**src/hdl/ctlPkg.sv**
```systemverilog
// Control definitions for the 4x4 inverter
// FSM state encoding, ALU mode select and the 2-bit
// row and column index shared by controller and datapath

package ctlPkg;

    // Sequencer states
    typedef enum logic [3:0] {
        IDLE,       // Waiting for start
        LOAD,       // Matrix captured, counters reset
        PIVOT,      // Pivot search and row swap
        LATCHP,     // Latch pivot value
        NORM,       // Normalize pivot row, one column per cycle
        LATCHF,     // Latch elimination factor
        ELIM,       // Eliminate target row, one column per cycle
        FINISH,     // Capture result
        DONE        // Result valid until start drops
    } ctlState_t;

    // Row ALU mode
    typedef enum logic {
        opNorm = 1'b0,  // Divide by pivot
        opElim = 1'b1   // Multiply-subtract with factor
    } aluOp_t;

    // Row or column index
    typedef logic [1:0] idx_t;

    localparam idx_t idxLast = 2'd3;  // Highest row or column

endpackage

```
**src/hdl/invControl.sv**
```systemverilog
// Sequencer for the Gauss-Jordan inverter
// Walks load, pivot, normalize and eliminate per column and
// leaves early to DONE when no pivot exists

`timescale 1ns/1ps

module invControl (
    input  logic           clk,
    input  logic           rst,
    input  logic           start,
    input  logic           pivotFound,   // Nonzero entry at or below diagonal
    input  logic           kLast,        // Last element column
    input  logic           rowLast,      // Last target row of this pivot
    input  logic           colLast,      // Last pivot column
    output logic           load,
    output logic           swap,
    output logic           latchPivot,
    output logic           latchFactor,
    output logic           wrEn,
    output logic           capture,
    output logic           singularOut,
    output logic           cntClear,
    output logic           kStep,
    output logic           rowStep,
    output logic           colStep,
    output logic           done,
    output ctlPkg::aluOp_t aluOp
);
    import ctlPkg::*;

    ctlState_t state, stateNext;

    // ========================================
    // Next state
    // ========================================
    always_comb begin
        stateNext = state;
        case (state)
            IDLE:   if (start) stateNext = LOAD;
            LOAD:   stateNext = PIVOT;
            PIVOT:  stateNext = pivotFound ? LATCHP : DONE;  // Singular exits here
            LATCHP: stateNext = NORM;
            NORM:   if (kLast) stateNext = LATCHF;
            LATCHF: stateNext = ELIM;
            ELIM: begin
                if (kLast) begin
                    if (!rowLast)
                        stateNext = LATCHF;   // Next target row
                    else if (colLast)
                        stateNext = FINISH;
                    else
                        stateNext = PIVOT;    // Next pivot column
                end
            end
            FINISH: stateNext = DONE;
            DONE:   if (!start) stateNext = IDLE;
            default: stateNext = IDLE;
        endcase
    end

    always_ff @(posedge clk or posedge rst) begin
        if (rst) begin
            state <= IDLE;
            done  <= 1'b0;
        end else begin
            state <= stateNext;
            done  <= (stateNext == DONE);  // High exactly while in DONE
        end
    end

    // ========================================
    // Strobes, decoded from state
    // ========================================
    assign load        = (state == IDLE) && start;   // Sample matrixIn on accept
    assign cntClear    = (state == LOAD);
    assign swap        = (state == PIVOT) && pivotFound;
    assign singularOut = (state == PIVOT) && !pivotFound;
    assign latchPivot  = (state == LATCHP);
    assign latchFactor = (state == LATCHF);
    assign wrEn        = (state == NORM) || (state == ELIM);
    assign kStep       = wrEn;                       // One element column per write
    assign rowStep     = (state == ELIM) && kLast;
    assign colStep     = rowStep && rowLast;
    assign capture     = (state == FINISH) || singularOut;  // On entry to DONE

    // Pivot row work uses normalize, everything else eliminate
    assign aluOp = ((state == LATCHF) || (state == ELIM)) ? opElim : opNorm;

    // Row passes begin at element column 0
    assert property (@(posedge clk) disable iff (rst) (latchPivot || latchFactor) |-> !kLast);

endmodule

```
**config.mk**
```make
export PLATFORM = sky130hd
export DESIGN_NAME = invControl
export DESIGN_NICKNAME = d
export VERILOG_FILES = /design/src/hdl/ctlPkg.sv /design/src/hdl/invControl.sv
export SDC_FILE = /design/constraint.sdc
export NUM_CORES = 1
export LEC_CHECK = 0
export BUFFER_PORTS_ARGS = -buffer_cell sky130_fd_sc_hd__buf_2
export CAP_MARGIN = 20
export CORE_AREA = 4 4 41 43
export DETAILED_ROUTE_END_ITERATION = 8
export DIE_AREA = 0 0 45 47
export PLACE_DENSITY = 0.58
export REMOVE_ABC_BUFFERS = 1
export SYNTH_ARGS = -nofsm -noshare
export SYNTH_HDL_FRONTEND = slang
export SYNTH_SLANG_ARGS = --single-unit
export TNS_END_PERCENT = 5
```
**constraint.sdc**
```tcl
create_clock -name clk -period 1.22 [get_ports clk]
set_input_delay 0.061 -clock clk [delete_from_list [all_inputs] [get_ports clk]]
set_output_delay 0.061 -clock clk [all_outputs]
set_load 0.05 [all_outputs]
```
==> flow_summary.json <==
{
  "synth_cell_types": 27,
  "violations": "negative setup slack",
  "cpMaxStageDelayCell": "dfrtp_1",
  "maxSlewViolCount": 0,
  "dpl-instance-area_um2": 553.0,
  "yosysSeqAreaShare_pct": 30.49,
  "initial_core_util_pct": 31.54,
  "cts_max_path_buffers": 2,
  "io_pins": 20,
  "critical_path_arrival_ns": 1.36,
  "worstSetupEndpointType": "output port",
  "final_cell_mix": "buf_4, buf_2, buf_6, nor2_1, a21oi_1",
  "worstPathMaxFanout": 3,
  "fp-row-count": 13,
  "fin_crit_sh_pct": 116.9,
  "grt_util_met2_pct": 23.73,
  "fillers": 127,
  "leakage_nw": 0.3240,
  "grt-busiest-layer": "met2",
  "cp_num_buf_inv": 1,
  "regArea_um2": 127.6,
  "grt_util_all_layers_pct": 12.87,
  "cts_buffers": 3,
  "syn2layout_area_growth_pct": 66.46,
  "yosysTopAreaCell": "dfrtp_1",
  "die_w_um": 45,
  "cts_setup_buffers": 0,
  "yosysTopAreaCellShare_pct": 30.49,
  "worst_setup_path_start_kind": "flop",
  "final_nets": 85,
  "relSlewSlack_pct": 83.62,
  "design_area_um2": 683.2,
  "clkTransAtPathRegs_ns": 0.05,
  "place_congestion": 0.7197,
  "critPathKind": "reg -> out",
  "synth_seq_cells": 5,
  "critical_path.top_delay_family": "simple AND/OR/NAND/NOR gates",
  "holdCritPathClass": "in -> reg",
  "drv_cap": 0,
  "vias": 447,
  "yosys-top-cells-area": "dfrtp_1, buf_6, nor2_1",
  "clock_latency_ns": 0.25,
  "hold_viol": 0,
  "die-area_um2": 2115,
  "critPathLaunch": "state[0]",
  "status": "complete, but fails checks",
  "syn_inst": 48,
  "first_pass_iters": 2,
  "globalRouteOverflowTotal": 0,
  "core_um2": 1301,
  "clock-sinks": 5,
  "dp.cells": 87,
  "fmax_mhz": 701.4,
  "reg2reg_from": "state[3]",
  "yosys_warnings": 0,
  "layout_commonest_cell": "buf_4",
  "peakVddDrop_mv": 1.263,
  "gr-usage-met1_pct": 14.09,
  "pre_cts_ws_ns": -0.04722,
  "period_needed_ns": 1.426,
  "powerDensity_nw_per_um2": 2942,
  "drtIter0Drc": 3,
  "max_stage_delay_ns": 0.36,
  "cts_tree": "yes",
  "crit_chain": "and2b_4, and4b_4, and2_4, buf_8",
  "root_buffer": "clkbuf_4",
  "drive_gt1_share_pct": 58.44,
  "drc_errors": 0,
  "antenna_found_initial": 0,
  "synth_area_per_cell_um2": 8.550,
  "rsz0062_at_grt": "yes",
  "grtUsageMet3_pct": 4.215,
  "grt_pass1_vias": 477,
  "multi_input_area_um2": 257.7,
  "syn_area_um2": 410.4,
  "die_h_um": 47,
  "fin_worst_skew_ns": 0.0009630,
  "setup_viol": 12,
  "worst_slew_pin_slew_ns": 0.2474,
  "place_hpwl_um": 820.9,
  "stdcell_count": 92,
  "grt_max_degree": 12,
  "worstPathRequired_ns": 1.16,
  "diodes": 0,
  "grt_pass1_wl_mm": 1.980,
  "ctsHtreeMaxLevel": 1,
  "min_from": "kLast",
  "viasPerCell": 4.859,
  "port_buffers": 19,
  "whs_ns": 0.1706,
  "drtAntennaViolNets": 0,
  "wl_per_cell_um": 12.87,
  "wl_mm": 1.184,
  "fin_ws_ns": -0.2058
}
sequential cells by signal, indices dropped and copies added, names as in the netlist:
register / flops
done: 1
state: 4
through the flow:
| step | utilization, % | setup TNS [ns] | power, mW |
|---|---|---|---|
| floorplan | - | -6.711 | 1.144 |
| global placement | 42.50 | -0.02817 | 1.599 |
| detailed placement | 42.50 | -0.05339 | 1.608 |
| CTS | 51.25 | -1.668 | 1.983 |
| global route | 52.50 | -2.738 | 2.145 |
| finish | 52.50 | -1.625 | 2.010 |
synthesized netlist by cell type:
cell,count
nor3b_1,1
and2b_4,1
o22a_1,1
a21oi_1,4
nand2b_1,1
buf_6,3
inv_1,2
nand2b_2,2
a311oi_1,1
buf_2,1
o221ai_1,1
and4b_4,1
o21a_1,1
nor4_1,1
buf_4,1
inv_2,1
and3_1,2
o32ai_1,2
nor3_1,3
mux2i_1,1
a31o_1,1
nand2_1,2
dfrtp_1,5
nor2_1,6
a31oi_1,1
and2_1,1
nand2_2,1
final cells by class:
cell class / count / share of cell area (%)
Clock buffer: 4 / 3.846
Inverter: 3 / 1.648
Tap cell: 15 / 2.747
Timing Repair Buffer: 30 / 35.35
Multi-Input combinational cell: 35 / 37.73
Sequential cell: 5 / 18.68
timing repair:
item	4_1_cts	5_1_grt
endpoints found under the setup margin	12	14
pin swaps	2	0
gates resized for setup	25	3
hold endpoints to repair	5	0
hold buffers	1	0
path summary, 6_finish.rpt:
path,end,slack [ns],depth (start not counted)
worst max register to register,done,0.01,3
worst min register to register,state[2],0.65,2
worst max-delay path,colStep,-0.21,4
min in group asynchronous,state[0],0.26,3
worst min-delay path,state[2],0.17,3
max in group asynchronous,state[3],0.77,3
power by group:
part	switching (mW)	internal, mW
clock network	0.0759	0.124
registers	0.110	0.240
logic	0.867	0.593
total	1.05	0.957
worst register-to-register path, delay by kind of cell, from the launching register on:
family	cells	cell delay, ns
DFF	1	0.46
AOI/OAI and AO/OA	2	0.45
and+or+nand+nor	1	0.21
layer usage:
metal	wire length, um	vias up	part of all wire [%]
met3	61	0	5.2
li1	-	229	-
met2	604	14	51
met5	0	-	0
met4	0	0	0
met1	517	204	44
cell families after synthesis:
family / Yosys count / synth area share (%)
flip-flops: 5 / 30.49
buffers and inverters: 8 / 14.02
multiplexers: 1 / 2.439
AO/OA/AOI/OAI: 12 / 21.04
AND/OR/NAND/NOR: 22 / 32.02
Note: power is estimated with default switching activity, not from simulation.
