## src/hdl/ctlPkg.sv

```systemverilog
// Control definitions for the 4x4 inverter
// FSM state encoding, ALU mode select and the 2-bit
// row and column index shared by controller and datapath

package ctlPkg;

    // Sequencer states
    typedef enum logic [3:0] {
        IDLE,       // Waiting for start
        LOAD,       // Matrix captured, counters reset
        PIVOT,      // Pivot search and row swap
        LATCHP,     // Latch pivot value
        NORM,       // Normalize pivot row, one column per cycle
        LATCHF,     // Latch elimination factor
        ELIM,       // Eliminate target row, one column per cycle
        FINISH,     // Capture result
        DONE        // Result valid until start drops
    } ctlState_t;

    // Row ALU mode
    typedef enum logic {
        opNorm = 1'b0,  // Divide by pivot
        opElim = 1'b1   // Multiply-subtract with factor
    } aluOp_t;

    // Row or column index
    typedef logic [1:0] idx_t;

    localparam idx_t idxLast = 2'd3;  // Highest row or column

endpackage

```

## src/hdl/indexCounter.sv

```systemverilog
// Index counters for the inverter
// Pivot column, target row and element column with end flags
// Target row steps over the pivot row

`timescale 1ns/1ps

module indexCounter (
    input  logic         clk,
    input  logic         rst,
    input  logic         cntClear,
    input  logic         kStep,
    input  logic         rowStep,
    input  logic         colStep,
    output ctlPkg::idx_t pivotCol,
    output ctlPkg::idx_t targetRow,
    output ctlPkg::idx_t elemCol,
    output logic         kLast,
    output logic         rowLast,
    output logic         colLast
);
    import ctlPkg::*;

    idx_t nextPivot, nextRow;

    always_comb begin
        nextPivot = idx_t'(pivotCol + 2'd1);
        nextRow   = idx_t'(targetRow + 2'd1);
        if (nextRow == pivotCol)
            nextRow = idx_t'(nextRow + 2'd1);  // Skip the pivot row
    end

    always_ff @(posedge clk or posedge rst) begin
        if (rst) begin
            pivotCol  <= '0;
            targetRow <= 2'd1;
            elemCol   <= '0;
        end else if (cntClear) begin
            pivotCol  <= '0;
            targetRow <= 2'd1;       // First row other than row 0
            elemCol   <= '0;
        end else begin
            if (kStep)
                elemCol <= idx_t'(elemCol + 2'd1);  // Wraps to 0 after last
            if (colStep) begin
                pivotCol  <= nextPivot;
                targetRow <= (nextPivot == '0) ? 2'd1 : 2'd0;
            end else if (rowStep) begin
                targetRow <= nextRow;
            end
        end
    end

    // End flags
    assign kLast   = (elemCol == idxLast);
    assign colLast = (pivotCol == idxLast);
    assign rowLast = (targetRow == (colLast ? idx_t'(idxLast - 2'd1) : idxLast));

endmodule

```

## config.mk

```make
export PLATFORM = sky130hd
export DESIGN_NAME = indexCounter
export DESIGN_NICKNAME = d
export VERILOG_FILES = /design/src/hdl/ctlPkg.sv /design/src/hdl/indexCounter.sv
export SDC_FILE = /design/constraint.sdc
export NUM_CORES = 1
export LEC_CHECK = 0
export BUFFER_PORTS_ARGS = -buffer_cell sky130_fd_sc_hd__buf_2
export CELL_PAD_IN_SITES_DETAIL_PLACEMENT = 1
export CELL_PAD_IN_SITES_GLOBAL_PLACEMENT = 2
export CORE_MARGIN = 3
export CORE_UTILIZATION = 24
export DETAILED_ROUTE_END_ITERATION = 10
export PLACE_DENSITY = 0.81
export SLEW_MARGIN = 20
export SYNTH_ARGS = -nofsm -noshare
export SYNTH_HDL_FRONTEND = slang
export SYNTH_SLANG_ARGS = --single-unit
```

## constraint.sdc

```tcl
create_clock -name clk -period 1.48 [get_ports clk]
set_input_delay 0.148 -clock clk [delete_from_list [all_inputs] [get_ports clk]]
set_output_delay 0.148 -clock clk [all_outputs]
set_load 0.02 [all_outputs]
```

==> results of run 1 <==
## power breakdown
part	total [W]	internal (W)	switching [W]
clock	0.000160	0.000102	0.0000576
combinational	0.000127	0.0000573	0.0000694
sequential	0.000196	0.000181	0.0000144
total	0.000482	0.000341	0.000141
## what timing repair did
item                                   CTS  global route
hold buffers                             1             0
setup endpoints to repair                1             1
gates resized for setup                  1             2
endpoints found under the hold margin    5             0
gates cloned                             0             0
setup buffers                            1             1
pin swaps                                0             1
## area by class of cell
cell class	count	area, µm²
inverter	2	7.51
tap	14	17.5
clock buffer	4	26.3
multi-input combinational	24	173
fill	151	717
sequential	6	151
timing repair buffer	18	109
## cell usage in the layout, fill, tap and decap left out, drive strengths merged
cell	n
xor2	1
o211ai	1
a221o	1
xnor2	3
o21bai	1
dlygate4sd3	1
dfstp	1
a31oi	2
dfrtp	5
buf	17
ha	2
a21oi	1
inv	2
mux2i	2
and2	1
clkbuf	4
o21ai	1
nand3	2
nor2	5
and3	1
## worst max-delay path by stage
stage / start / to / slack [ns] / cells after the start
detailed placement: pivotCol[1] / rowLast / 0.21 / 4
global placement: pivotCol[1] / rowLast / 0.24 / 4
CTS: pivotCol[0] / rowLast / 0.02 / 4
global route: pivotCol[0] / rowLast / 0.004 / 4
finish: pivotCol[0] / rowLast / 0.06 / 4
floorplan: pivotCol[0] / rowLast / 0.1 / 3
## metrics by stage
stage                     cells  utilization
after floorplan              32            -
after global placement       61        0.353
after detailed placement     61        0.353
after CTS                    67        0.392
after global routing         68        0.403
final                        68        0.403
## worst max-delay path, cell delays in order (launching register included)
cell     delay (ns)
dfrtp_1        0.38
ha_2           0.19
xor2_1         0.13
and2_2         0.19
buf_6          0.13
## sequential cells by signal, indices dropped and copies added (netlist names)
name,flops
elemCol,2
pivotCol,2
targetRow,2
## per-layer routing
metal	track usage	share of wire	wire [µm]	up-vias
li1	-	-	-	160
met1	0.105	0.46	362	146
met2	0.138	0.47	367	11
met3	0.0551	0.069	54	0
met4	0.0542	0	0	0
met5	0	0	0	-
## cells by family after synthesis
| kind of cell | count (synthesis) | share of synthesized area |
|---|---|---|
| AO/OA/AOI/OAI | 7 | 0.144 |
| XOR/XNOR | 4 | 0.106 |
| adder cells (fa/ha/maj) | 2 | 0.0760 |
| buffers and inverters | 2 | 0.0228 |
| flip-flops | 6 | 0.460 |
| multiplexers | 2 | 0.0608 |
| AND/OR/NAND/NOR | 9 | 0.129 |
==> impl_metrics.prom, run 1 <==
# TYPE chip_impl_metric gauge
chip_impl_info{name="cts_tree",value="built"} 1
chip_impl_metric{name="globalRouteTotalUtil",unit=""} 0.0942
chip_impl_metric{name="dr_total_vias",unit=""} 317
chip_impl_metric{name="max_freq",unit="GHz"} 0.707
chip_impl_info{name="outcome",value="finished clean"} 1
chip_impl_metric{name="chipWidth",unit="µm"} 43.0
chip_impl_info{name="netlist_top_cells_count",value="dfrtp_1 (5), nor2_1 (5), xnor2_1 (3)"} 1
chip_impl_metric{name="antenna_cells",unit=""} 0
chip_impl_metric{name="max-cap-violations",unit=""} 0
chip_impl_info{name="holdPathEnd",value="elemCol[1]"} 1
chip_impl_metric{name="ir_drop",unit="mV"} 0.411
chip_impl_metric{name="io_buffer_count",unit=""} 14
chip_impl_metric{name="synth.net_count",unit=""} 40
chip_impl_metric{name="max_slew.worst_pin.slew",unit="ns"} 0.224
chip_impl_metric{name="setup-violations-final",unit=""} 0
chip_impl_metric{name="timing.hold.ws",unit="ns"} 0.148
chip_impl_metric{name="dpl_cell_area",unit="µm²"} 424
chip_impl_metric{name="antenna_found_initial",unit=""} 0
chip_impl_metric{name="drc",unit=""} 0
chip_impl_metric{name="first_pass_grt_wire_length",unit="µm"} 1250
chip_impl_metric{name="grt_overflow",unit=""} 0
chip_impl_metric{name="arrival_time_reported_for_the_critical_path_endpoint",unit="ns"} 1.27
chip_impl_metric{name="globalplace.congestion",unit=""} 0.670
chip_impl_info{name="crit_path_start_kind",value="flop"} 1
chip_impl_metric{name="layout_setup_ws",unit="ns"} 0.0648
chip_impl_info{name="synthFlopType",value="dfrtp_1"} 1
chip_impl_metric{name="dr.first_iter.drc_count",unit=""} 1
chip_impl_metric{name="p_total",unit="W"} 0.000482
chip_impl_metric{name="postSynth.asyncResetShare",unit=""} 1.00
chip_impl_metric{name="drive_above_1_share",unit=""} 0.426
chip_impl_metric{name="timing.max_slew.rel_slack",unit=""} 0.850
chip_impl_metric{name="synth_enable_flop_cells",unit=""} 0
chip_impl_metric{name="setup-tns-final",unit="ns"} 0
chip_impl_metric{name="synth-seq-cells",unit=""} 6
chip_impl_info{name="setup.worst_path.end_class",value="output port"} 1
chip_impl_metric{name="design.portCount",unit=""} 15
chip_impl_info{name="worst_flop_to_flop_path_startpoint",value="pivotCol[1]"} 1
chip_impl_metric{name="die_area",unit="mm²"} 0.00185
chip_impl_metric{name="post-place-ws",unit="ns"} 0.207
chip_impl_info{name="worstReg2RegEnd",value="targetRow[0]"} 1
chip_impl_metric{name="tritoncts.num_buffers",unit=""} 3
chip_impl_info{name="synth.area.top_cells",value="dfrtp_1 (38%), dfstp_2 (8.0%), xnor2_1 (8.0%)"} 1
chip_impl_metric{name="post_synthesis_cells",unit=""} 32
chip_impl_metric{name="floorplan.core_area",unit="mm²"} 0.00120
chip_impl_metric{name="grt_max_degree",unit=""} 8
chip_impl_metric{name="ff2ff_path_depth",unit=""} 4
chip_impl_metric{name="clock_sink_count",unit=""} 6
chip_impl_metric{name="critical_path_peak_fanout",unit=""} 3
chip_impl_metric{name="stdcell_area",unit="µm²"} 484
chip_impl_info{name="rsz0062_at_grt",value="no"} 1
chip_impl_metric{name="route.antenna.remaining_nets",unit=""} 0
chip_impl_metric{name="power_density",unit="mW/mm²"} 996
chip_impl_metric{name="synth.yosys.seq_area_share",unit=""} 0.460
chip_impl_info{name="hold_path_startpoint",value="cntClear"} 1
chip_impl_metric{name="drtPass1Iterations",unit=""} 3
chip_impl_metric{name="power.leakage",unit="nW"} 0.259
chip_impl_metric{name="r2r_setup_slack",unit="ns"} 0.26
chip_impl_info{name="min_path_type",value="in2reg"} 1
chip_impl_metric{name="clk_latency_worst_skew_pair",unit="ns"} 0.24
chip_impl_metric{name="vias_per_cell",unit=""} 4.66
chip_impl_metric{name="fin_crit_sh",unit=""} 0.956
chip_impl_info{name="synthDominantAreaCellType",value="dfrtp_1"} 1
chip_impl_metric{name="final_period_minus_worst_setup_slack",unit="ns"} 1.42
chip_impl_info{name="critical_path_class",value="reg2out"} 1
chip_impl_metric{name="floorplan.initialDensity",unit=""} 0.274
chip_impl_metric{name="ys_warns",unit=""} 0
chip_impl_metric{name="critPathRequiredTime",unit="ns"} 1.33
chip_impl_info{name="clk_root_buffer_cell",value="clkbuf_4"} 1
chip_impl_metric{name="die_height",unit="µm"} 43.0
chip_impl_metric{name="synth_cell_type_count",unit=""} 17
chip_impl_metric{name="finalClockSkew",unit="ns"} 0.00474
chip_impl_metric{name="finish.net_count",unit=""} 63
chip_impl_metric{name="slew_violations",unit=""} 0
chip_impl_metric{name="post_synth.cell_area_avg",unit="µm²"} 10.3
chip_impl_metric{name="dp_hpwl",unit="µm"} 614
chip_impl_metric{name="synth_top_area_share",unit=""} 0.380
chip_impl_metric{name="h-tree-depth",unit=""} 1
chip_impl_metric{name="clk_transition_reported_paths",unit="ns"} 0.05
chip_impl_metric{name="core.rowCount",unit=""} 12
chip_impl_metric{name="timing_hold_violations_final",unit=""} 0
chip_impl_metric{name="syn2layout_area_growth",unit="%"} 47.1
chip_impl_metric{name="whs_path_depth",unit=""} 2
chip_impl_metric{name="drt_wirelength",unit="µm"} 784
chip_impl_metric{name="syn-cell-area",unit="µm²"} 329
chip_impl_metric{name="grt_pass1_vias",unit=""} 306
chip_impl_metric{name="detail_route.wl_per_cell",unit="µm"} 11.5
chip_impl_metric{name="clk_path_buf_depth",unit=""} 2
(Power assumes the default switching activity.)
==> run 2, diff against run 1 <==
--- a/config.mk
+++ b/config.mk
@@ -11,5 +11,5 @@
 export CORE_MARGIN = 3
-export CORE_UTILIZATION = 24
+export CORE_UTILIZATION = 25
 export DETAILED_ROUTE_END_ITERATION = 10
-export PLACE_DENSITY = 0.81
+export PLACE_DENSITY = 0.83
 export SLEW_MARGIN = 20
==> constraint.sdc (replaced) <==
create_clock -name clk -period 1.8 [get_ports clk]
set_input_delay 0.45 -clock clk [delete_from_list [all_inputs] [get_ports clk]]
set_output_delay 0.45 -clock clk [all_outputs]
set_load 0.02 [all_outputs]
==> run 2 against run 1 <==
  * Utilization up 1.8 points
  * Critical path type unchanged
  * First-iteration DRC count up 100%
  * Hold slack worse by 0.045 ns
  * Setup slack better by 0.0017 ns
  * Clock power down 16%
  * Total power down 16%
  * Non-clock buffer count unchanged
  * Critical path depth unchanged
  * Combinational power down 18%
  * Largest cell class unchanged
==> impl_metrics.prom, run 2 (synthesized netlist as in run 1, its figures left out) <==
# TYPE chip_impl_metric gauge
chip_impl_metric{name="clk_transition_reported_paths",unit="ns"} 0.05
chip_impl_metric{name="clk_path_buf_depth",unit=""} 2
chip_impl_metric{name="clk_latency_worst_skew_pair",unit="ns"} 0.25
chip_impl_metric{name="die_height",unit="µm"} 42.3
chip_impl_metric{name="clock_sink_count",unit=""} 6
chip_impl_metric{name="setup-violations-final",unit=""} 0
chip_impl_metric{name="globalplace.congestion",unit=""} 0.660
chip_impl_metric{name="arrival_time_reported_for_the_critical_path_endpoint",unit="ns"} 1.28
chip_impl_metric{name="post-place-ws",unit="ns"} 0.187
chip_impl_metric{name="grt_overflow",unit=""} 0
chip_impl_metric{name="die_area",unit="mm²"} 0.00179
chip_impl_metric{name="drive_above_1_share",unit=""} 0.463
chip_impl_info{name="min_path_type",value="in2async"} 1
chip_impl_metric{name="finalClockSkew",unit="ns"} 0.00688
chip_impl_metric{name="syn2layout_area_growth",unit="%"} 49.8
chip_impl_metric{name="globalRouteTotalUtil",unit=""} 0.111
chip_impl_metric{name="fin_crit_sh",unit=""} 0.963
chip_impl_metric{name="vias_per_cell",unit=""} 4.69
chip_impl_metric{name="antenna_found_initial",unit=""} 0
chip_impl_metric{name="dp_hpwl",unit="µm"} 617
chip_impl_metric{name="power_density",unit="mW/mm²"} 818
chip_impl_metric{name="finish.net_count",unit=""} 63
chip_impl_metric{name="timing_hold_violations_final",unit=""} 0
chip_impl_metric{name="dr_total_vias",unit=""} 319
chip_impl_info{name="outcome",value="finished clean"} 1
chip_impl_metric{name="max_slew.worst_pin.slew",unit="ns"} 0.230
chip_impl_info{name="setup.worst_path.end_class",value="output port"} 1
chip_impl_metric{name="power.leakage",unit="nW"} 0.260
chip_impl_metric{name="timing.max_slew.rel_slack",unit=""} 0.847
chip_impl_metric{name="nFillCells",unit=""} 150
chip_impl_metric{name="critPathRequiredTime",unit="ns"} 1.35
chip_impl_metric{name="grt_pass1_vias",unit=""} 324
chip_impl_metric{name="layout_setup_ws",unit="ns"} 0.0665
chip_impl_metric{name="ir_drop",unit="mV"} 0.360
chip_impl_info{name="most-common-layout-cells",value="buf_2 (13), nor2_1 (5), dfrtp_1 (4), buf_4 (4)"} 1
chip_impl_metric{name="max-cap-violations",unit=""} 0
chip_impl_metric{name="grt_max_degree",unit=""} 8
chip_impl_metric{name="drtPass1Iterations",unit=""} 2
chip_impl_info{name="critical_path_class",value="reg2out"} 1
chip_impl_metric{name="critical_path_peak_fanout",unit=""} 3
chip_impl_metric{name="setup-tns-final",unit="ns"} 0
chip_impl_metric{name="drt_wirelength",unit="µm"} 845
chip_impl_metric{name="floorplan.initialDensity",unit=""} 0.281
chip_impl_info{name="layout_top_registers",value="elemCol: 2 flops, pivotCol: 2 flops, targetRow: 2 flops"} 1
chip_impl_metric{name="design.portCount",unit=""} 15
chip_impl_metric{name="io_buffer_count",unit=""} 14
chip_impl_metric{name="h-tree-depth",unit=""} 1
chip_impl_metric{name="first_pass_grt_wire_length",unit="µm"} 1440
chip_impl_metric{name="final_period_minus_worst_setup_slack",unit="ns"} 1.73
chip_impl_info{name="crit_path_start_kind",value="flop"} 1
chip_impl_metric{name="antenna_cells",unit=""} 0
chip_impl_metric{name="detail_route.wl_per_cell",unit="µm"} 12.4
chip_impl_info{name="rsz0062_at_grt",value="no"} 1
chip_impl_metric{name="floorplan.core_area",unit="mm²"} 0.00117
chip_impl_info{name="cts_tree",value="built"} 1
chip_impl_metric{name="slew_violations",unit=""} 0
chip_impl_info{name="clk_root_buffer_cell",value="clkbuf_4"} 1
chip_impl_metric{name="tritoncts.num_buffers",unit=""} 3
chip_impl_metric{name="dr.first_iter.drc_count",unit=""} 2
chip_impl_metric{name="route.antenna.remaining_nets",unit=""} 0
chip_impl_metric{name="chipWidth",unit="µm"} 42.3
chip_impl_metric{name="max_freq",unit="GHz"} 0.577
chip_impl_metric{name="drc",unit=""} 0
chip_impl_info{name="layout.cells.most_common",value="buf_2"} 1
chip_impl_metric{name="ctsHoldBuffers",unit=""} 0
chip_impl_metric{name="core.rowCount",unit=""} 12
## run 2: cell types whose count changed in the layout (fill, tap and decap cells not counted), sizes merged
| cell | before | now |
|---|---|---|
| buf | 17 | 18 |
| dlygate4sd3 | 1 | 0 |
## run 2: worst paths after layout
kind / endpoint / startpoint / slack (ns) / depth (start not counted)
hold / removal: elemCol[1] / rst / 0.10 / 2
hold reg to reg: elemCol[1] / elemCol[1] / 0.55 / 2
setup / recovery: rowLast / pivotCol[1] / 0.07 / 4
setup reg to reg: targetRow[0] / pivotCol[1] / 0.40 / 5
min in group clk: pivotCol[0] / cntClear / 0.45 / 2
max in group asynchronous: targetRow[0] / rst / 1.44 / 2
## run 2: area by class of cell
cell class	instances	area, µm²	area share
inverters	2	7.51	0.0152
flip-flops and latches	6	153	0.310
multi-input cells	24	183	0.371
repair buffers	18	106	0.216
well taps	14	17.5	0.0355
clock buffers	4	26.3	0.0533
## run 2: power by group
group / switching (W) / internal (W) / leakage [nW]
Clock: 0.0000506 / 0.0000841 / 0.0150
Combinational: 0.0000563 / 0.0000477 / 0.169
Sequential: 0.0000151 / 0.000150 / 0.0757
## run 2: worst max-delay path, cell delays in order, from the launching register on
cell and delay (ns):
dfrtp_1 0.41, ha_4 0.18, xor2_1 0.13, and2_2 0.19, buf_6 0.12
## run 2: repair_timing
item | CTS | global route
pin swaps | 0 | 1
buffers inserted | 2 | 2
setup endpoints to repair | 1 | 1
gates resized for setup | 2 | 3
## run 2: metal layers
metal | vias up | part of all wire | GRT usage
met5 | - | 0 | 0
met4 | 0 | 0.015 | 0.0559
met3 | 2 | 0.069 | 0.0515
met2 | 10 | 0.48 | 0.170
met1 | 149 | 0.43 | 0.127
li1 | 158 | - | -
## run 2: metrics by stage
stage | hold slack [ns] | std cells | utilization | area, µm² | power [W]
floorplan | 0.240 | 32 | - | 329 | 0.000221
global placement | 0.376 | 60 | 0.356 | 417 | 0.000255
detailed placement | 0.379 | 60 | 0.356 | 417 | 0.000256
CTS | 0.106 | 66 | 0.394 | 462 | 0.000404
global route | 0.108 | 68 | 0.421 | 493 | 0.000434
finish | 0.103 | 68 | 0.421 | 493 | 0.000403
==> run 3, diff against run 2 <==
BUFFER_PORTS_ARGS = not set   (was -buffer_cell sky130_fd_sc_hd__buf_2)
DONT_BUFFER_PORTS = 1   (was not set)
PLACE_DENSITY = 0.66   (was 0.83)
==> run 3 against run 2 <==
  * Cell count down 24%
  * Hold slack worse by 0.098 ns
  * Final area shrank 21%
  * Register-to-register slack improved by 0.13 ns
  * Fmax grew 1.6%
  * Count of clock-buffer cells in the layout unchanged
  * Clock power hardly changed
  * Critical path depth is 1 lower
  * Wire length is 9.8% lower
  * Critical endpoint unchanged
==> impl_metrics.prom, run 3 (synthesized netlist as in run 1, its figures left out) <==
# TYPE chip_impl_metric gauge
chip_impl_metric{name="ctsHoldBuffers",unit=""} 0
chip_impl_metric{name="finalNonFillerCells",unit=""} 52
chip_impl_metric{name="max_slew.worst_pin.slew",unit="ns"} 0.335
chip_impl_metric{name="power.leakage",unit="nW"} 0.184
chip_impl_metric{name="dr_total_vias",unit=""} 270
chip_impl_metric{name="tritoncts.num_buffers",unit=""} 3
chip_impl_metric{name="globalRouteTotalUtil",unit=""} 0.110
chip_impl_metric{name="die_height",unit="µm"} 42.3
chip_impl_metric{name="detail_route.wl_per_cell",unit="µm"} 14.7
chip_impl_metric{name="clk_path_buf_depth",unit=""} 2
chip_impl_metric{name="fin_crit_sh",unit=""} 0.948
chip_impl_metric{name="ir_drop",unit="mV"} 0.287
chip_impl_metric{name="finalClockSkew",unit="ns"} 0.00573
chip_impl_metric{name="final_period_minus_worst_setup_slack",unit="ns"} 1.71
chip_impl_metric{name="max_freq",unit="GHz"} 0.586
chip_impl_metric{name="core.rowCount",unit=""} 12
chip_impl_info{name="layout_top_registers",value="elemCol: 2 flops, pivotCol: 2 flops, targetRow: 2 flops"} 1
chip_impl_metric{name="arrival_time_reported_for_the_critical_path_endpoint",unit="ns"} 1.26
chip_impl_metric{name="critical_path_peak_fanout",unit=""} 3
chip_impl_info{name="critical_path_class",value="reg2out"} 1
chip_impl_metric{name="setup-violations-final",unit=""} 0
chip_impl_metric{name="drive_above_1_share",unit=""} 0.211
chip_impl_metric{name="h-tree-depth",unit=""} 1
chip_impl_info{name="crit_path_start_kind",value="flop"} 1
chip_impl_metric{name="cts_setup_buffers",unit=""} 0
chip_impl_metric{name="io_buffer_count",unit=""} 0
chip_impl_metric{name="dp_hpwl",unit="µm"} 601
chip_impl_info{name="outcome",value="finished clean"} 1
chip_impl_metric{name="slew_violations",unit=""} 0
chip_impl_metric{name="ff2ff_path_depth",unit=""} 3
chip_impl_metric{name="design.portCount",unit=""} 15
chip_impl_metric{name="power_density",unit="mW/mm²"} 956
chip_impl_info{name="cts_tree",value="built"} 1
chip_impl_info{name="most-common-layout-cells",value="nor2_1 (5), dfrtp_1 (5), xnor2_1 (3), clkbuf_4 (3)"} 1
chip_impl_metric{name="grt_pass1_vias",unit=""} 310
chip_impl_info{name="min_path_type",value="in2async"} 1
chip_impl_info{name="setup.worst_path.end_class",value="output port"} 1
chip_impl_metric{name="grt_max_degree",unit=""} 8
chip_impl_metric{name="clock_sink_count",unit=""} 6
chip_impl_metric{name="clk_transition_reported_paths",unit="ns"} 0.05
chip_impl_metric{name="drc",unit=""} 0
chip_impl_metric{name="chipWidth",unit="µm"} 42.3
chip_impl_metric{name="drtPass1Iterations",unit=""} 3
chip_impl_info{name="rsz0062_at_grt",value="no"} 1
chip_impl_metric{name="post_cts_resized",unit=""} 1
chip_impl_metric{name="setup-tns-final",unit="ns"} 0
chip_impl_metric{name="antenna_found_initial",unit=""} 0
chip_impl_metric{name="finish.net_count",unit=""} 47
chip_impl_metric{name="dr.first_iter.drc_count",unit=""} 1
chip_impl_metric{name="route.antenna.remaining_nets",unit=""} 0
chip_impl_metric{name="pwr-share-comb",unit=""} 0.177
chip_impl_metric{name="p_int",unit="W"} 0.000263
chip_impl_metric{name="globalplace.congestion",unit=""} 0.599
chip_impl_metric{name="floorplan.core_area",unit="mm²"} 0.00117
chip_impl_metric{name="timing_hold_violations_final",unit=""} 0
chip_impl_metric{name="clk_latency_worst_skew_pair",unit="ns"} 0.25
chip_impl_metric{name="vias_per_cell",unit=""} 5.19
chip_impl_metric{name="place.detailed.instances",unit=""} 48
chip_impl_metric{name="timing.max_slew.rel_slack",unit=""} 0.777
chip_impl_metric{name="pwr-share-clk",unit=""} 0.361
chip_impl_metric{name="antenna_cells",unit=""} 0
chip_impl_info{name="clk_root_buffer_cell",value="clkbuf_4"} 1
chip_impl_metric{name="critPathRequiredTime",unit="ns"} 1.35
chip_impl_metric{name="power.switching",unit="W"} 0.000110
chip_impl_metric{name="max-cap-violations",unit=""} 0
chip_impl_metric{name="floorplan.initialDensity",unit=""} 0.281
chip_impl_metric{name="grt_overflow",unit=""} 0
chip_impl_metric{name="die_area",unit="mm²"} 0.00179
chip_impl_metric{name="syn2layout_area_growth",unit="%"} 18.6
chip_impl_metric{name="netSwitchingFraction",unit=""} 0.294
chip_impl_metric{name="first_pass_grt_wire_length",unit="µm"} 1380
chip_impl_metric{name="drt_wirelength",unit="µm"} 762
chip_impl_metric{name="seq_power_share",unit=""} 0.462
==> run 3: power groups by stage <==
stage	Clock, W	Sequential, W	Combinational (W)
global route	0.000151	0.000175	0.0000744
CTS	0.000139	0.000173	0.0000682
global placement	0	0.000174	0.0000632
finish	0.000135	0.000172	0.0000662
detailed placement	0	0.000174	0.0000658
floorplan	0	0.000180	0.0000407
==> run 3: worst paths after layout <==
kind                                    from  slack [ns]      endpoint
max in group asynchronous                rst        1.53  targetRow[0]
worst min-delay path                     rst       0.005  targetRow[1]
worst max-delay path             pivotCol[0]        0.09       rowLast
worst min register to register  targetRow[0]        0.62  targetRow[1]
worst max register to register  targetRow[1]        0.53  targetRow[0]
min in group clk                    cntClear        0.26    elemCol[1]
==> run 3: per-stage QoR <==
step           cell area, µm²  utilization  setup WS (ns)  hold WS [ns]  total power [W]
2_1_floorplan             329            -          0.115         0.240         0.000221
3_3_place_gp              362        0.309          0.259         0.272         0.000237
3_5_place_dp              362        0.309          0.246         0.280         0.000240
4_1_cts                   390        0.333         0.0806        0.0158         0.000380
5_1_grt                   390        0.333         0.0111        0.0202         0.000400
6_report                  390        0.333         0.0932       0.00533         0.000373
==> run 3: layer usage <==
| metal | vias up | wire, µm | track usage |
|---|---|---|---|
| met4 | 0 | 21 | 0.0932 |
| met5 | - | 0 | 0 |
| met2 | 12 | 371 | 0.176 |
| li1 | 125 | - | - |
| met1 | 129 | 288 | 0.0982 |
| met3 | 4 | 81 | 0.0601 |
==> run 3: layout make-up <==
class                           instances  area, µm²
Timing Repair Buffer                    2       15.0
Inverter                                2       7.51
Fill cell                             137        781
Tap cell                               14       17.5
Multi-Input combinational cell         24        173
Clock buffer                            4       26.3
Sequential cell                         6        151
==> run 3: critical path: stages, from the launching register on <==
cell	delay, ns
dfrtp_1	0.38
ha_2	0.25
xor2_1	0.15
and2_2	0.24
